`src/logic/pipe_pkg.sv`:
```
// core types for the five-stage pipeline
// four 16-bit registers, 8-bit immediate is zero-extended by load-immediate

package pipe_pkg;

    //////////////////////////////////////////////////////////////////////
    // sizes
    //////////////////////////////////////////////////////////////////////

    localparam int NUM_REGS  = 4;
    localparam int REG_IDX_W = $clog2(NUM_REGS);
    localparam int DATA_W    = 16;
    localparam int IMM_W     = 8;

    typedef logic [REG_IDX_W-1:0] reg_idx_t;
    typedef logic [DATA_W-1:0]    data_t;
    typedef logic [IMM_W-1:0]     imm_t;

    typedef enum logic [2:0] {
        OP_NOP = 3'd0,
        OP_ADD = 3'd1,
        OP_SUB = 3'd2,
        OP_AND = 3'd3,
        OP_XOR = 3'd4,
        OP_LDI = 3'd5
    } opcode_t;

    //////////////////////////////////////////////////////////////////////
    // instruction, stage payloads and writeback
    //////////////////////////////////////////////////////////////////////

    typedef struct packed {
        opcode_t  opcode;
        reg_idx_t rd;
        reg_idx_t rs1;
        reg_idx_t rs2;
        imm_t     imm;
    } instr_t;

    // ID/EX payload, operands already read from the register file
    typedef struct packed {
        opcode_t  op;
        reg_idx_t rd;
        data_t    a;
        data_t    b;
        imm_t     imm;
    } ex_reg_t;

    // EX/MEM and MEM/WB payload
    typedef struct packed {
        opcode_t  op;
        reg_idx_t rd;
        data_t    data;
    } res_reg_t;

    typedef struct packed {
        logic     valid;
        reg_idx_t rd;
        data_t    data;
    } wb_t;

endpackage

```
`src/logic/trace_pkg.sv`:
```
// trace record layout, stage status seen by the tracker, FIFO and APB map
// FIFO depth must be a power of two, pointers wrap without compare

package trace_pkg;

    typedef logic [7:0]  seq_t;
    typedef logic [15:0] cycle_t;
    typedef logic [3:0]  stall_cnt_t;

    // where each instruction sits this cycle, as reported by the core
    typedef struct packed {
        logic               id_valid;
        logic               ex_valid;
        logic               mem_valid;
        logic               wb_valid;
        logic               stall;
        logic               accept;
        pipe_pkg::opcode_t  wb_op;
        pipe_pkg::reg_idx_t wb_rd;
    } stage_status_t;

    // one retired instruction, stall count saturates
    typedef struct packed {
        seq_t               seq;
        pipe_pkg::opcode_t  op;
        pipe_pkg::reg_idx_t rd;
        stall_cnt_t         stalls;
        cycle_t             issue;
        cycle_t             retire;
    } trace_rec_t;

    localparam int TRACE_DEPTH = 8;
    localparam int TRACE_PTR_W = $clog2(TRACE_DEPTH);
    localparam int TRACE_CNT_W = $clog2(TRACE_DEPTH + 1);

    //////////////////////////////////////////////////////////////////////
    // APB map
    //////////////////////////////////////////////////////////////////////

    localparam logic [3:0] REG_STATUS   = 4'h0;
    localparam logic [3:0] REG_TRACE_LO = 4'h4;
    localparam logic [3:0] REG_TRACE_HI = 4'h8;

    // STATUS: count in the low bits, sticky overflow here (write 1 to clear)
    localparam int STATUS_OVF_BIT = 16;

endpackage

```
`src/logic/pipe_core.sv`:
```
`timescale 1ns/1ps
// no forwarding, a RAW hazard holds decode until the producer reaches WB
// register file is written at the end of WB and bypassed to decode in that cycle

module pipe_core (
    input  logic                     clk,
    input  logic                     rst,
    input  logic                     instr_valid,
    input  pipe_pkg::instr_t         instr,
    output logic                     instr_ready,
    output pipe_pkg::wb_t            wb,
    output trace_pkg::stage_status_t stage_status
);
    import pipe_pkg::*;

    logic     id_valid;
    logic     ex_valid;
    logic     mem_valid;
    logic     wb_valid;
    instr_t   id_instr;
    ex_reg_t  ex_reg;
    res_reg_t mem_reg;
    res_reg_t wb_reg;
    data_t    rf [NUM_REGS];
    data_t    rs1_val;
    data_t    rs2_val;
    data_t    alu_out;
    logic     stall;
    logic     accept;

    function automatic logic writes_rd(opcode_t op);
        return op != OP_NOP;
    endfunction

    function automatic logic reads_src(opcode_t op);
        return op inside {OP_ADD, OP_SUB, OP_AND, OP_XOR};
    endfunction

    // true if a valid writer in a later stage targets one of our sources
    function automatic logic raw_hit(instr_t ins, logic v, opcode_t op, reg_idx_t rd);
        return v && writes_rd(op) && reads_src(ins.opcode) &&
               (rd == ins.rs1 || rd == ins.rs2);
    endfunction

    //////////////////////////////////////////////////////////////////////
    // hazard interlock
    //////////////////////////////////////////////////////////////////////

    assign stall = id_valid &&
                   (raw_hit(id_instr, ex_valid, ex_reg.op, ex_reg.rd) ||
                    raw_hit(id_instr, mem_valid, mem_reg.op, mem_reg.rd));

    assign instr_ready = !stall;
    assign accept      = instr_valid && instr_ready;

    // write-through read, WB result wins over the stored value
    assign rs1_val = (wb.valid && wb.rd == id_instr.rs1) ? wb.data : rf[id_instr.rs1];
    assign rs2_val = (wb.valid && wb.rd == id_instr.rs2) ? wb.data : rf[id_instr.rs2];

    always_comb begin
        case (ex_reg.op)
            OP_ADD:  alu_out = ex_reg.a + ex_reg.b;
            OP_SUB:  alu_out = ex_reg.a - ex_reg.b;
            OP_AND:  alu_out = ex_reg.a & ex_reg.b;
            OP_XOR:  alu_out = ex_reg.a ^ ex_reg.b;
            OP_LDI:  alu_out = {{(DATA_W - IMM_W){1'b0}}, ex_reg.imm};
            default: alu_out = '0;
        endcase
    end

    //////////////////////////////////////////////////////////////////////
    // stage registers
    //////////////////////////////////////////////////////////////////////

    always_ff @(posedge clk or posedge rst) begin
        if (rst) begin
            id_valid  <= 1'b0;
            ex_valid  <= 1'b0;
            mem_valid <= 1'b0;
            wb_valid  <= 1'b0;
        end else begin
            // IF/ID freezes on a stall, a bubble goes to EX instead
            if (!stall) begin
                id_valid <= instr_valid;
            end
            ex_valid  <= id_valid && !stall;
            mem_valid <= ex_valid;
            wb_valid  <= mem_valid;
        end
    end

    always_ff @(posedge clk) begin
        if (accept) begin
            id_instr <= instr;
        end
        ex_reg  <= '{op: id_instr.opcode, rd: id_instr.rd, a: rs1_val, b: rs2_val,
                     imm: id_instr.imm};
        mem_reg <= '{op: ex_reg.op, rd: ex_reg.rd, data: alu_out};
        // memory stage only carries the result
        wb_reg  <= mem_reg;
    end

    always_ff @(posedge clk or posedge rst) begin
        if (rst) begin
            for (int i = 0; i < NUM_REGS; i++) begin
                rf[i] <= '0;
            end
        end else if (wb.valid) begin
            rf[wb.rd] <= wb.data;
        end
    end

    // nop reaches WB but writes nothing
    assign wb = '{valid: wb_valid && writes_rd(wb_reg.op), rd: wb_reg.rd, data: wb_reg.data};

    assign stage_status = '{id_valid: id_valid, ex_valid: ex_valid, mem_valid: mem_valid,
                            wb_valid: wb_valid, stall: stall, accept: accept,
                            wb_op: wb_reg.op, wb_rd: wb_reg.rd};

endmodule

```
`src/logic/stage_tracker.sv`:
```
`timescale 1ns/1ps
// follows instructions using the core's stage valid bits, no hazard logic of its own
// cycle stamps wrap at 16 bits, stall count saturates at 15

module stage_tracker (
    input  logic                     clk,
    input  logic                     rst,
    input  trace_pkg::stage_status_t stage_status,
    output logic                     rec_push,
    output trace_pkg::trace_rec_t    rec
);
    import trace_pkg::*;

    // per-stage tag riding alongside the instruction
    typedef struct packed {
        seq_t       seq;
        cycle_t     issue;
        stall_cnt_t stalls;
    } tag_t;

    seq_t   next_seq;
    cycle_t cycle;
    tag_t   id_tag;
    tag_t   ex_tag;
    tag_t   mem_tag;
    tag_t   wb_tag;

    //////////////////////////////////////////////////////////////////////
    // counters
    //////////////////////////////////////////////////////////////////////

    always_ff @(posedge clk or posedge rst) begin
        if (rst) begin
            cycle    <= '0;
            next_seq <= '0;
        end else begin
            cycle <= cycle + 1'b1;
            if (stage_status.accept) begin
                next_seq <= next_seq + 1'b1;
            end
        end
    end

    //////////////////////////////////////////////////////////////////////
    // tag pipeline
    //////////////////////////////////////////////////////////////////////

    always_ff @(posedge clk) begin
        // stamp on acceptance, otherwise count cycles held in decode
        if (stage_status.accept) begin
            id_tag <= '{seq: next_seq, issue: cycle, stalls: '0};
        end else if (stage_status.stall && id_tag.stalls != '1) begin
            id_tag.stalls <= id_tag.stalls + 1'b1;
        end

        // tags move only where a real instruction moves
        if (stage_status.id_valid && !stage_status.stall) begin
            ex_tag <= id_tag;
        end
        if (stage_status.ex_valid) begin
            mem_tag <= ex_tag;
        end
        if (stage_status.mem_valid) begin
            wb_tag <= mem_tag;
        end
    end

    // record leaves in the WB cycle, retire stamp is that cycle
    assign rec_push = stage_status.wb_valid;

    assign rec = '{seq: wb_tag.seq, op: stage_status.wb_op, rd: stage_status.wb_rd,
                   stalls: wb_tag.stalls, issue: wb_tag.issue, retire: cycle};

endmodule

```
`src/logic/trace_apb_regs.sv`:
```
`timescale 1ns/1ps
// zero-wait APB, records pushed into a full FIFO are dropped and flag overflow
// TRACE_LO peeks at the head record, TRACE_HI returns the stamps and pops

module trace_apb_regs (
    input  logic                  clk,
    input  logic                  rst,
    input  logic                  rec_push,
    input  trace_pkg::trace_rec_t rec,
    input  logic                  psel,
    input  logic                  penable,
    input  logic                  pwrite,
    input  logic [3:0]            paddr,
    input  logic [31:0]           pwdata,
    output logic [31:0]           prdata,
    output logic                  pready
);
    import trace_pkg::*;

    trace_rec_t             fifo [TRACE_DEPTH];
    trace_rec_t             head;
    logic [TRACE_PTR_W-1:0] wr_ptr;
    logic [TRACE_PTR_W-1:0] rd_ptr;
    logic [TRACE_CNT_W-1:0] count;
    logic                   ovf;
    logic                   full;
    logic                   empty;
    logic                   rd_access;
    logic                   wr_access;
    logic                   pop;
    logic                   push;
    logic                   ovf_clr;

    assign pready    = 1'b1;
    assign rd_access = psel && penable && !pwrite;
    assign wr_access = psel && penable && pwrite;

    assign full  = (count == TRACE_CNT_W'(TRACE_DEPTH));
    assign empty = (count == '0);
    assign head  = fifo[rd_ptr];

    assign pop     = rd_access && paddr == REG_TRACE_HI && !empty;
    // a pop in the same cycle frees the slot for the incoming record
    assign push    = rec_push && (!full || pop);
    assign ovf_clr = wr_access && paddr == REG_STATUS && pwdata[STATUS_OVF_BIT];

    //////////////////////////////////////////////////////////////////////
    // FIFO control
    //////////////////////////////////////////////////////////////////////

    always_ff @(posedge clk or posedge rst) begin
        if (rst) begin
            wr_ptr <= '0;
            rd_ptr <= '0;
            count  <= '0;
            ovf    <= 1'b0;
        end else begin
            if (push) begin
                wr_ptr <= wr_ptr + 1'b1;
            end
            if (pop) begin
                rd_ptr <= rd_ptr + 1'b1;
            end
            case ({push, pop})
                2'b10:   count <= count + 1'b1;
                2'b01:   count <= count - 1'b1;
                default: count <= count;
            endcase
            // a drop in the same cycle as a clear keeps the flag set
            if (rec_push && !push) begin
                ovf <= 1'b1;
            end else if (ovf_clr) begin
                ovf <= 1'b0;
            end
        end
    end

    always_ff @(posedge clk) begin
        if (push) begin
            fifo[wr_ptr] <= rec;
        end
    end

    //////////////////////////////////////////////////////////////////////
    // read mux
    //////////////////////////////////////////////////////////////////////

    always_comb begin
        prdata = '0;
        if (rd_access) begin
            case (paddr)
                REG_STATUS: begin
                    prdata[TRACE_CNT_W-1:0] = count;
                    prdata[STATUS_OVF_BIT]  = ovf;
                end
                // seq[16:9] op[8:6] rd[5:4] stalls[3:0]
                REG_TRACE_LO: if (!empty) prdata = 32'({head.seq, head.op, head.rd, head.stalls});
                // retire[31:16] issue[15:0]
                REG_TRACE_HI: if (!empty) prdata = {head.retire, head.issue};
                default: prdata = '0;
            endcase
        end
    end

endmodule

```
`src/logic/traced_pipe_top.sv`:
```
`timescale 1ns/1ps
// pipeline with hardware trace, records read back over APB
// instruction source must hold instr while instr_ready is low

module traced_pipe_top (
    input  logic             clk,
    input  logic             rst,
    input  logic             instr_valid,
    input  pipe_pkg::instr_t instr,
    output logic             instr_ready,
    output pipe_pkg::wb_t    wb,
    input  logic             psel,
    input  logic             penable,
    input  logic             pwrite,
    input  logic [3:0]       paddr,
    input  logic [31:0]      pwdata,
    output logic [31:0]      prdata,
    output logic             pready
);
    import trace_pkg::*;

    stage_status_t stage_status;
    logic          rec_push;
    trace_rec_t    rec;

    pipe_core u_pipe_core (
        .clk          (clk),
        .rst          (rst),
        .instr_valid  (instr_valid),
        .instr        (instr),
        .instr_ready  (instr_ready),
        .wb           (wb),
        .stage_status (stage_status)
    );

    stage_tracker u_stage_tracker (
        .clk          (clk),
        .rst          (rst),
        .stage_status (stage_status),
        .rec_push     (rec_push),
        .rec          (rec)
    );

    trace_apb_regs u_trace_apb_regs (
        .clk      (clk),
        .rst      (rst),
        .rec_push (rec_push),
        .rec      (rec),
        .psel     (psel),
        .penable  (penable),
        .pwrite   (pwrite),
        .paddr    (paddr),
        .pwdata   (pwdata),
        .prdata   (prdata),
        .pready   (pready)
    );

endmodule

```
`config.mk`:
```
export PLATFORM = sky130hd
export DESIGN_NAME = traced_pipe_top
export DESIGN_NICKNAME = d
export VERILOG_FILES = /design/src/logic/pipe_pkg.sv /design/src/logic/trace_pkg.sv /design/src/logic/pipe_core.sv /design/src/logic/stage_tracker.sv /design/src/logic/trace_apb_regs.sv /design/src/logic/traced_pipe_top.sv
export SDC_FILE = /design/constraint.sdc
export NUM_CORES = 1
export LEC_CHECK = 0
export ABC_CLOCK_PERIOD_IN_PS = 10800
export BUFFER_PORTS_ARGS = -buffer_cell sky130_fd_sc_hd__buf_2
export CAP_MARGIN = 20
export CORE_ASPECT_RATIO = 0.7
export CORE_MARGIN = 5
export CORE_UTILIZATION = 66
export CTS_BUF_LIST = sky130_fd_sc_hd__clkbuf_8 sky130_fd_sc_hd__clkbuf_16
export CTS_CLUSTER_DIAMETER = 100
export DETAILED_ROUTE_END_ITERATION = 16
export PLACE_DENSITY = 0.83
export SLEW_MARGIN = 20
export SYNTH_ARGS = -nofsm -noshare
export SYNTH_HDL_FRONTEND = slang
export SYNTH_SLANG_ARGS = --single-unit
```
`constraint.sdc`:
```
create_clock -name clk -period 10.8 [get_ports clk]
set_input_delay 2.16 -clock clk [delete_from_list [all_inputs] [get_ports clk]]
set_output_delay 2.16 -clock clk [all_outputs]
set_load 0.02 [all_outputs]
```
# Yosys cells after proc, flatten, opt, wreduce, memory -nomap -nowiden
# Memories as Yosys holds them, arrays and structs flattened.
# Cells that the tools add are included.
dict set report word_totals {
  ff_bits 319
  mem_bits_rw 392
  in_bits 59
  output_inout_bits 53
  wordCells 146
  memories 1
}
# name words width rd rd_clocked_by_memory_dff write_ports line
set mem_list {}
lappend mem_list {u_trace_apb_regs.fifo 8 49 1 0 1 trace_apb_regs.sv:20} ;# trace_rec_t fifo [TRACE_DEPTH];
dict set report classes {
  addsub 9
  magnitude_cmp 4
  eq_ne 21
  mux 24
  bitwise_logic 5
  n_reduce_logical 40
}
# operator n
set op_table {}
lappend op_table {{16-bit 2-to-1 mux} 7}
lappend op_table {{16-bit case mux with 5 select lines} 1}
lappend op_table {{16-bit binary-select mux with 2-bit select} 2}
lappend op_table {{64-bit bitwise mux} 1}
lappend op_table {{32-bit 2-to-1 mux} 2}
lappend op_table {{16-bit demux with 2-bit select} 1}
lappend op_table {{15-bit case mux with 2 select lines} 1}
lappend op_table {{12-bit case mux with 2 select lines} 1}
lappend op_table {{1-bit logical AND} 23}
lappend op_table {{17-bit 2-to-1 mux} 1}
lappend op_table {{16-bit by 1-bit adder with 16-bit output, second input constant} 1}
lappend op_table {{16-bit adder} 1}
lappend op_table {{16-bit bitwise AND} 1}
lappend op_table {{16-bit subtractor} 1}
lappend op_table {{16-bit XOR} 1}
lappend op_table {{2-bit equality test} 6}
lappend op_table {{3-bit by 2-bit equality test with 1-bit output, second input constant} 4}
lappend op_table {{4-bit case mux with 3 select lines} 1}
lappend op_table {{3-bit equality test, second input constant} 3}
lappend op_table {{3-bit >= comparator, second input constant} 3}
lappend op_table {{2-bit NOT with 3-bit output} 3}
lappend op_table {{3-bit nonzero test} 3}
lappend op_table {{4-bit by 1-bit adder with 4-bit output, second input constant} 2}
lappend op_table {{8-bit by 1-bit adder with 8-bit output, second input constant} 1}
lappend op_table {{17 further kinds} 32}

# Depth between registers and ports, before layout
# Gate-level depths: netlist of run 1.
dict set report depth {
  word_depth 9
  mapped_depth 14
  mapped_depth_nobuf 14
}

# Cells and area by module
# From an unflattened synthesis of run 1, not the netlist that was laid out.
dict set report hier_totals {
  hier_cells 1508
  area_unflattened_um2 27985.6
}
# mod instances cells_per_inst area_each_um2 seq_area_each_um2
set modules_own_cells {}
lappend modules_own_cells {trace_apb_regs 1 687 15642.5 12046.6}
lappend modules_own_cells {pipe_core 1 602 7863.8 3953.8}
lappend modules_own_cells {stage_tracker 1 219 4479.3 3923.8}

# Least setup slack after synthesis of run 1
# OpenSTA, ideal clock, no wires.
dict set report synth_path {
  kind {in2reg}
  from {input port paddr[1]}
  to {memory u_trace_apb_regs.fifo[4][0] (netlist name) (enable)}
  setup_ns 0.595
  arrival_ns 8.294
  t_required_ns 10.205
  path_slack_ns 1.912
  path_stages 5
  n_path_buf 1
  path_cell_list {or4b_1 -> buf_2 -> o211ai_1 -> nand2_2 -> nor4b_1}
}
dict set report synth_between {
  elab_chain_len 7
}
# element line
set synth_lines {}
lappend synth_lines {{start: declaration} traced_pipe_top.sv:15} ;# input logic [3:0] paddr,
lappend synth_lines {{4-bit equality test} trace_apb_regs.sv:42} ;# assign pop = rd_access && paddr == REG_TRACE_HI && !empty;
lappend synth_lines {{1-bit logical AND (2 in a row)} trace_apb_regs.sv:42}
lappend synth_lines {{1-bit logical OR} trace_apb_regs.sv:44} ;# assign push = rec_push && (!full || pop);
lappend synth_lines {{1-bit logical AND} trace_apb_regs.sv:44}
lappend synth_lines {{1-bit 2-to-1 mux} trace_apb_regs.sv:79} ;# if (push) begin
lappend synth_lines {{1-bit 2-to-1 mux (implied by the code)} trace_apb_regs.sv:80} ;# fifo[wr_ptr] <= rec;
lappend synth_lines {{end: declaration} trace_apb_regs.sv:20}
# Every way passes these cells.

# Final worst setup path of run 1
dict set report layout_path {
  from {input port pwrite}
  to {output port prdata[31]}
}
dict set report layout_between {
  elab_chain_len 3
}
# element line
set layout_lines {}
lappend layout_lines {{start: declaration} traced_pipe_top.sv:14} ;# input logic pwrite,
lappend layout_lines {{1-bit zero test} trace_apb_regs.sv:35} ;# assign rd_access = psel && penable && !pwrite;
lappend layout_lines {{1-bit logical AND} trace_apb_regs.sv:35}
lappend layout_lines {{32-bit 2-to-1 mux} trace_apb_regs.sv:90} ;# if (rd_access) begin
lappend layout_lines {{end: declaration} traced_pipe_top.sv:17} ;# output logic [31:0] prdata,
# Every way passes these cells.

==> results of run 1 <==
-- per-layer routing --
metal / vias up / global-route usage (%) / wire length, um
met5: - / 0 / 0
met4: 0 / 6.77 / 1370
met3: 105 / 5.08 / 5350
met2: 781 / 39.8 / 28100
met1: 7445 / 40.2 / 24900
li1: 6071 / - / -
-- layout make-up --
cell class / instances / area, um2 / area share, %
timing repair buffer: 113 / 658 / 2.13
multi-input combinational: 693 / 7530 / 24.4
sequential: 711 / 19900 / 64.7
tap: 544 / 681 / 2.21
clock inverter: 47 / 332 / 1.08
clock buffer: 67 / 1630 / 5.29
inverter: 17 / 66.3 / 0.215
-- worst register-to-register path: stages (launching register included) --
cell	delay (ns)
dfxtp_1	0.68
nand2b_1	0.32
nor2_1	0.88
nor2_1	0.19
xnor2_1	0.19
ha_1	0.36
o211a_1	0.24
o31a_1	0.14
o21ai_0	0.71
a2bb2oi_1	0.30
xnor2_1	0.25
o21ai_1	0.10
nand3_1	0.14
-- cell families (layout without fill, tap and decap cells) --
| logic type | after synthesis | count (layout) |
|---|---|---|
| multiplexers | 286 | 286 |
| AO/OA/AOI/OAI | 117 | 117 |
| flip-flops | 711 | 711 |
| other | 1 | 1 |
| AND/OR/NAND/NOR | 176 | 176 |
| adder cells (fa/ha/maj) | 41 | 41 |
| buffers and inverters | 80 | 244 |
| XOR/XNOR | 72 | 72 |
-- power by group through the flow --
stage               clock, mW  combinational (mW)  sequential, mW
finish                   2.14                1.83            3.89
global route             2.29                1.96            3.94
CTS                      2.16                1.81            3.88
detailed placement          0                1.77            3.92
global placement            0                1.71            3.87
floorplan                   0                1.35            3.82
-- placed cells by master (no fill, tap or decap), types with 18 or more instances in the layout --
cell type | synthesis | routed
mux4_2 | 130 | 130
buf_4 | 7 | 33
xor2_1 | 22 | 22
buf_2 | 18 | 79
a21oi_1 | 27 | 27
xnor2_1 | 49 | 49
clkbuf_16 | 0 | 63
mux2_2 | 98 | 98
o21ai_0 | 19 | 19
dfxtp_1 | 91 | 91
and2_1 | 19 | 18
mux2i_1 | 58 | 58
inv_1 | 17 | 45
nor2_1 | 45 | 44
edfxtp_1 | 517 | 517
nand2_1 | 40 | 40
dfrtp_1 | 103 | 100
ha_1 | 39 | 39
o22ai_1 | 21 | 21
-- worst min-delay path by stage --
| stage | start | to |
|---|---|---|
| after floorplan | u_pipe_core.mem_reg[0]$_SDFF_PN0_ | u_pipe_core.wb[0]$_DFF_P_ |
| after global placement | u_pipe_core.mem_reg[7]$_SDFF_PN0_ | u_pipe_core.wb[7]$_DFF_P_ |
| after detailed placement | u_pipe_core.mem_reg[6]$_SDFF_PN0_ | u_pipe_core.wb[6]$_DFF_P_ |
| after CTS | u_pipe_core.mem_reg[6]$_SDFF_PN0_ | u_pipe_core.wb[6]$_DFF_P_ |
| after global routing | u_pipe_core.mem_reg[15]$_SDFF_PN0_ | u_pipe_core.wb[15]$_DFF_P_ |
| final | u_pipe_core.mem_reg[11]$_SDFF_PN0_ | u_pipe_core.wb[11]$_DFF_P_ |
-- through the flow --
step | power (mW) | std cells
global placement | 5.59 | 2077
floorplan | 5.17 | 1484
detailed placement | 5.69 | 2077
global route | 8.19 | 2192
finish | 7.86 | 2192
CTS | 7.86 | 2191
==> metrics.txt, run 1 <==
Hold WS 0.325 ns; via count 14400; I/O Buffers 79; Routed Antenna Nets 0; Max H-tree Level 2; drt initial violations 1694; number of setup violations in the final report 0; Crit path max-delay family simple AND/OR/NAND/NOR gates; CTS Buf Count 60; Die ar. 46300 um2; maximum vdd drop 0.171 mV; first-pass iteration count of the detailed router 5; Yosys top cell area share 55.9%; Pwr per Cell Area 255 nW/um2; worst relative slew slack 23.2%; largest net degree at the start of global routing 69; worst-path cell chain buf_2 > nand3b_1 > nor2_1 > buf_4 > nand2_1 > nor2_1 > buf_2; post-synthesis mux area share 16.6%; r2r endpoint u_pipe_core.mem_reg[15]$_SDFF_PN0_; status complete, no violations; worst path required time 8.64 ns; Psw 2.28 mW; layout cells sized above 1 27.1%; critical path launch point type input port; Nets 1696; EDFF count, synth 517; minimum clock period 6.56 ns; Hold Vio Cnt, Final 0; simple-gate share of the synthesized area 3.32%; Post-DP Area 28900 um2; wire per inst 27.2 um; Hold Crit Depth 0; die width 255 um; fin area 30800 um2; worst slew pin tran 1.14 ns; FMAX 0.152 GHz; setup bufs post-CTS 0; worst setup path end prdata[31]; Gate Count Post-Synth 1484; GRT Residual Overflow 0; CP max-delay cell nand2_1; P_int 5.58 mW; Max FO, Critical Path 18; Worst path max stage delay 0.68 ns; critical path depth 7; worst slack at placement 4.31 ns; Rows 62; clk root buf clkbuf_16; Hold WC Path Type reg2reg; Die Y 182 um; Net Sw Frac 29.0%; Syn Nets 1584; Combinational Power Share 23.2%; Synth area leaders edfxtp_1 56%, mux4_2 11%, dfrtp_1 9.3%; final wirelength 59.7 mm; Clock Power Share 27.2%; vias in the first global route 14800; CP Capture Type output pin; Post-DP HPWL 34.4 mm; Post-CTS Hold Buffers 0; reg2reg start u_pipe_core.ex_reg[43]$_DFF_P_; #FFs+latches synth 711; worst-skew pair later-pin latency 0.61 ns; Unique masters post-synth 62; arrival time at the worst endpoint 4.40 ns; max capacitance violation total 0; max reg flops 392; CTS clock-pin slew for the worst setup and hold paths 0.07 ns; Top FF cell, synth edfxtp_1; post-CTS sizing 0; # fillers 2253; RSZ-0062 raised after global routing no; clk buf depth 3; Synth Area in Adders 1.90%; fin. max-slew vios 0; Util after Layout 74.7%; # DRC 0; Mean Syn Cell Area 18.7 um2; first-pass GRT wire length 91.0 mm; Seq/Total Area, Yosys 71.8%; Critical path buffers and inverters 3; Tcrit/Tclk final 60.7%; Setup WS post-layout 4.24 ns; synth cell count leaders 517 x edfxtp_1, 130 x mux4_2, 103 x dfrtp_1; xor/xnor share of the synthesized area 2.30%; count leader, synth edfxtp_1; area of the core 41300 um2; antenna violations before repair 0; Yosys warning count 0; reg2reg setup slack 6.23 ns; I/O Pins 112; Fin Setup TNS 0 ns; asr flop ratio synth 14.5%; area leader, netlist edfxtp_1; Mapped Area 27800 um2; post-DR vias/cell 6.57; Routability Congestion 0.867; CTS tree yes; synthesis-to-finish area growth 11.0%; LEAKAGE 11.2 nW; Worst Setup SP pwrite; largest family of logic cells by synthesized area multiplexers; GRT Overall Usage 26.2%; R2R cell count 12; diode count 0; Reg power frac 49.5%; Initial Util 67.3%; complex-gate fraction of the synthesized area 2.72%; Clock Skew 0.0167 ns; CTS Sinks 711; CP Class in2out
(Power assumes the default switching activity.)
==> run 2, diff against run 1 <==
- ABC_CLOCK_PERIOD_IN_PS: 10800 -> 5350
- CORE_UTILIZATION: 66 -> 55
- PLACE_DENSITY: 0.83 -> 0.74
- clock period: 10.8 -> 5.35 ns (I/O delays scaled with it)
==> run 2 against run 1 <==
Compared with the run above: cell count is 5.9% higher; first-iteration DRC count is 19% lower; die area is 19% higher; sequential power is 100% higher; setup slack worse by 3.2 ns; worst hold slack worse by 0.0049 ns; clock skew is 0.011 ns higher; global-route usage is 4.7 points lower; sequential share of layout area is 1.1 points lower; via count is 2.0% lower; non-clock buffer count is 3 higher; critical endpoint is now prdata[9].
==> metrics.txt, run 2 (synthesis results as in run 1) <==
status complete, no violations (unchanged); final wirelength 58.1 mm (was 59.7 mm); clk buf depth 3 (unchanged); # fillers 3405 (was 2253); Clock Skew 0.0275 ns (was 0.0167 ns); Final Power 16.2 mW (was 7.86 mW); worst relative slew slack 29.6% (was 23.2%); max reg flops 392 (unchanged); largest net degree at the start of global routing 66 (was 69); GRT Overall Usage 21.5% (was 26.2%); CP dominant cell by count buf_12; Hold Crit Depth 0 (unchanged); CP max-delay cell dfrtp_4 (was nand2_1); area of the core 49600 um2 (was 41300 um2); RSZ-0062 raised after global routing no (unchanged); I/O Buffers 79 (unchanged); FMAX 0.230 GHz; die width 279 um (was 255 um); arrival time at the worst endpoint 3.27 ns (was 4.40 ns); Hold WC Path Type reg2reg (unchanged); post-CTS sizing 0 (unchanged); post-DR vias/cell 6.08 (was 6.57); met3 WL post-DR 4.31 mm (was 5.35 mm); maximum vdd drop 0.336 mV (was 0.171 mV); minimum clock period 4.34 ns; fin. max-slew vios 0 (unchanged); CP Capture Type output pin (unchanged); Routability Congestion 0.857 (was 0.867); Max Used Layer met5 (was met4); Setup WS post-layout 1.01 ns (was 4.24 ns); FF+latch area 19900 um2 (about the same); CTS tree yes (unchanged); multi-input logic area 7550 um2 (was 7530 um2); setup bufs post-CTS 0 (unchanged); CTS Buf Count 66 (was 60); worst-skew pair later-pin latency 0.60 ns (was 0.61 ns); Die Y 198 um (was 182 um); layout cells sized above 1 28.4% (was 27.1%); Hold Vio Cnt, Final 0 (unchanged); Hold WS 0.320 ns (was 0.325 ns); Post-DP HPWL 34.2 mm (was 34.4 mm); Util after Layout 63.3% (was 74.7%); Nets 1705 (was 1696); Max H-tree Level 3 (was 2); Post-CTS Hold Buffers 0 (unchanged); Initial Util 56.0% (was 67.3%); wire per inst 25.0 um (was 27.2 um); metal1 wirelength 25.9 mm (was 24.9 mm); I/O Pins 112 (unchanged); met2 WL 26.7 mm (was 28.1 mm); LEAKAGE 11.3 nW (was 11.2 nW); number of setup violations in the final report 0 (unchanged); worst path required time 4.28 ns (was 8.64 ns); antenna violations before repair 2 (was 0); via count 14100 (was 14400); worst slew pin tran 1.05 ns (was 1.14 ns); clk root buf clkbuf_16 (unchanged); CP Class reg2out (was in2out); Tcrit/Tclk final 81.2%; commonest cells after routing, fill and taps aside 517 x edfxtp_1, 130 x mux4_2, 100 x dfrtp_1 (unchanged); synthesis-to-finish area growth 13.0% (was 11.0%); GRT Residual Overflow 0 (unchanged); Max FO, Critical Path 39 (was 18); worst-path cell chain buf_12 > buf_12 > mux4_2 > mux2i_1 > o22ai_1 > and2_1 > buf_2 (was buf_2 > nand3b_1 > nor2_1 > buf_4 > nand2_1 > nor2_1 > buf_2); first-pass GRT wire length 89.8 mm (was 91.0 mm); diode count 0 (unchanged); first-pass iteration count of the detailed router 5 (unchanged); R2R cell count 12 (unchanged); CTS clock-pin slew for the worst setup and hold paths 0.06 ns (was 0.07 ns); # DRC 0 (unchanged); worst slack at placement 1.29 ns (was 4.31 ns); CTS Sinks 711 (unchanged); Pwr per Cell Area 517 nW/um2 (was 255 nW/um2); Rows 68 (was 62); Die ar. 55100 um2 (was 46300 um2); reg2reg setup slack 1.30 ns (was 6.23 ns); vias in the first global route 14500 (was 14800); drt initial violations 1372 (was 1694); critical path launch point type register (was input port); most common cell after layout, fill and taps aside edfxtp_1 (unchanged); Worst path max stage delay 0.80 ns (was 0.68 ns); max capacitance violation total 0 (unchanged); Routed Antenna Nets 0 (unchanged)
run 2: changes by cell type in the layout (fill, tap and decap cells not counted), sizes merged:
cell / before / now
buf: 113 / 116
clkinv: 9 / 17
bufinv: 5 / 8
inv: 48 / 36
clkbuf: 67 / 73
run 2: path summary, 6_finish.rpt:
| path | startpoint | to |
|---|---|---|
| max in group asynchronous | rst | u_stage_tracker.next_seq[2]$_DFFE_PP0P_ |
| worst min register to register | u_pipe_core.mem_reg[0]$_SDFF_PN0_ | u_pipe_core.wb[0]$_DFF_P_ |
| min in group asynchronous | rst | u_trace_apb_regs.wr_ptr[2]$_DFFE_PP0P_ |
| worst max-delay path | u_trace_apb_regs.rd_ptr[0]$_DFFE_PP0P_ | prdata[9] |
| worst max register to register | u_pipe_core.ex_reg[10]$_DFF_P_ | u_pipe_core.mem_reg[15]$_SDFF_PN0_ |
| worst min-delay path | u_pipe_core.mem_reg[0]$_SDFF_PN0_ | u_pipe_core.wb[0]$_DFF_P_ |
run 2: cell type report:
type                            count  share of cell area [%]
Tap cell                          665                    2.65
Inverter                           17                   0.211
Timing Repair Buffer              116                    2.46
Clock buffer                       73                    5.71
Multi-Input combinational cell    693                    24.1
Sequential cell                   711                    63.5
Clock inverter                     46                    1.36
run 2: power breakdown:
part | internal [mW] | total [mW] | switching [mW]
clock network | 2.80 | 4.77 | 1.97
logic | 1.75 | 3.63 | 1.88
registers | 7.12 | 7.84 | 0.720
run 2: metal layers:
metal	up-vias	global-route usage, %
li1	6099	-
met1	7402	33.0
met2	527	32.3
met3	91	4.11
met4	2	5.78
met5	-	0
run 2: through the flow:
stage               TNS (ns)  cell area [um2]  cells
floorplan            -226.24            27800   1484
global placement           0            29200   2202
detailed placement         0            29200   2202
CTS                        0            31400   2321
global route               0            31400   2321
finish                     0            31400   2321
run 2: worst max-delay path: cells and delay by family (launching register included):
kind                   cells  cell delay (ns)
DFF                        1             0.80
buffers and inverters      3             0.80
muxes                      2             0.69
and+or+nand+nor            1             0.23
AOI/OAI and AO/OA          1             0.11
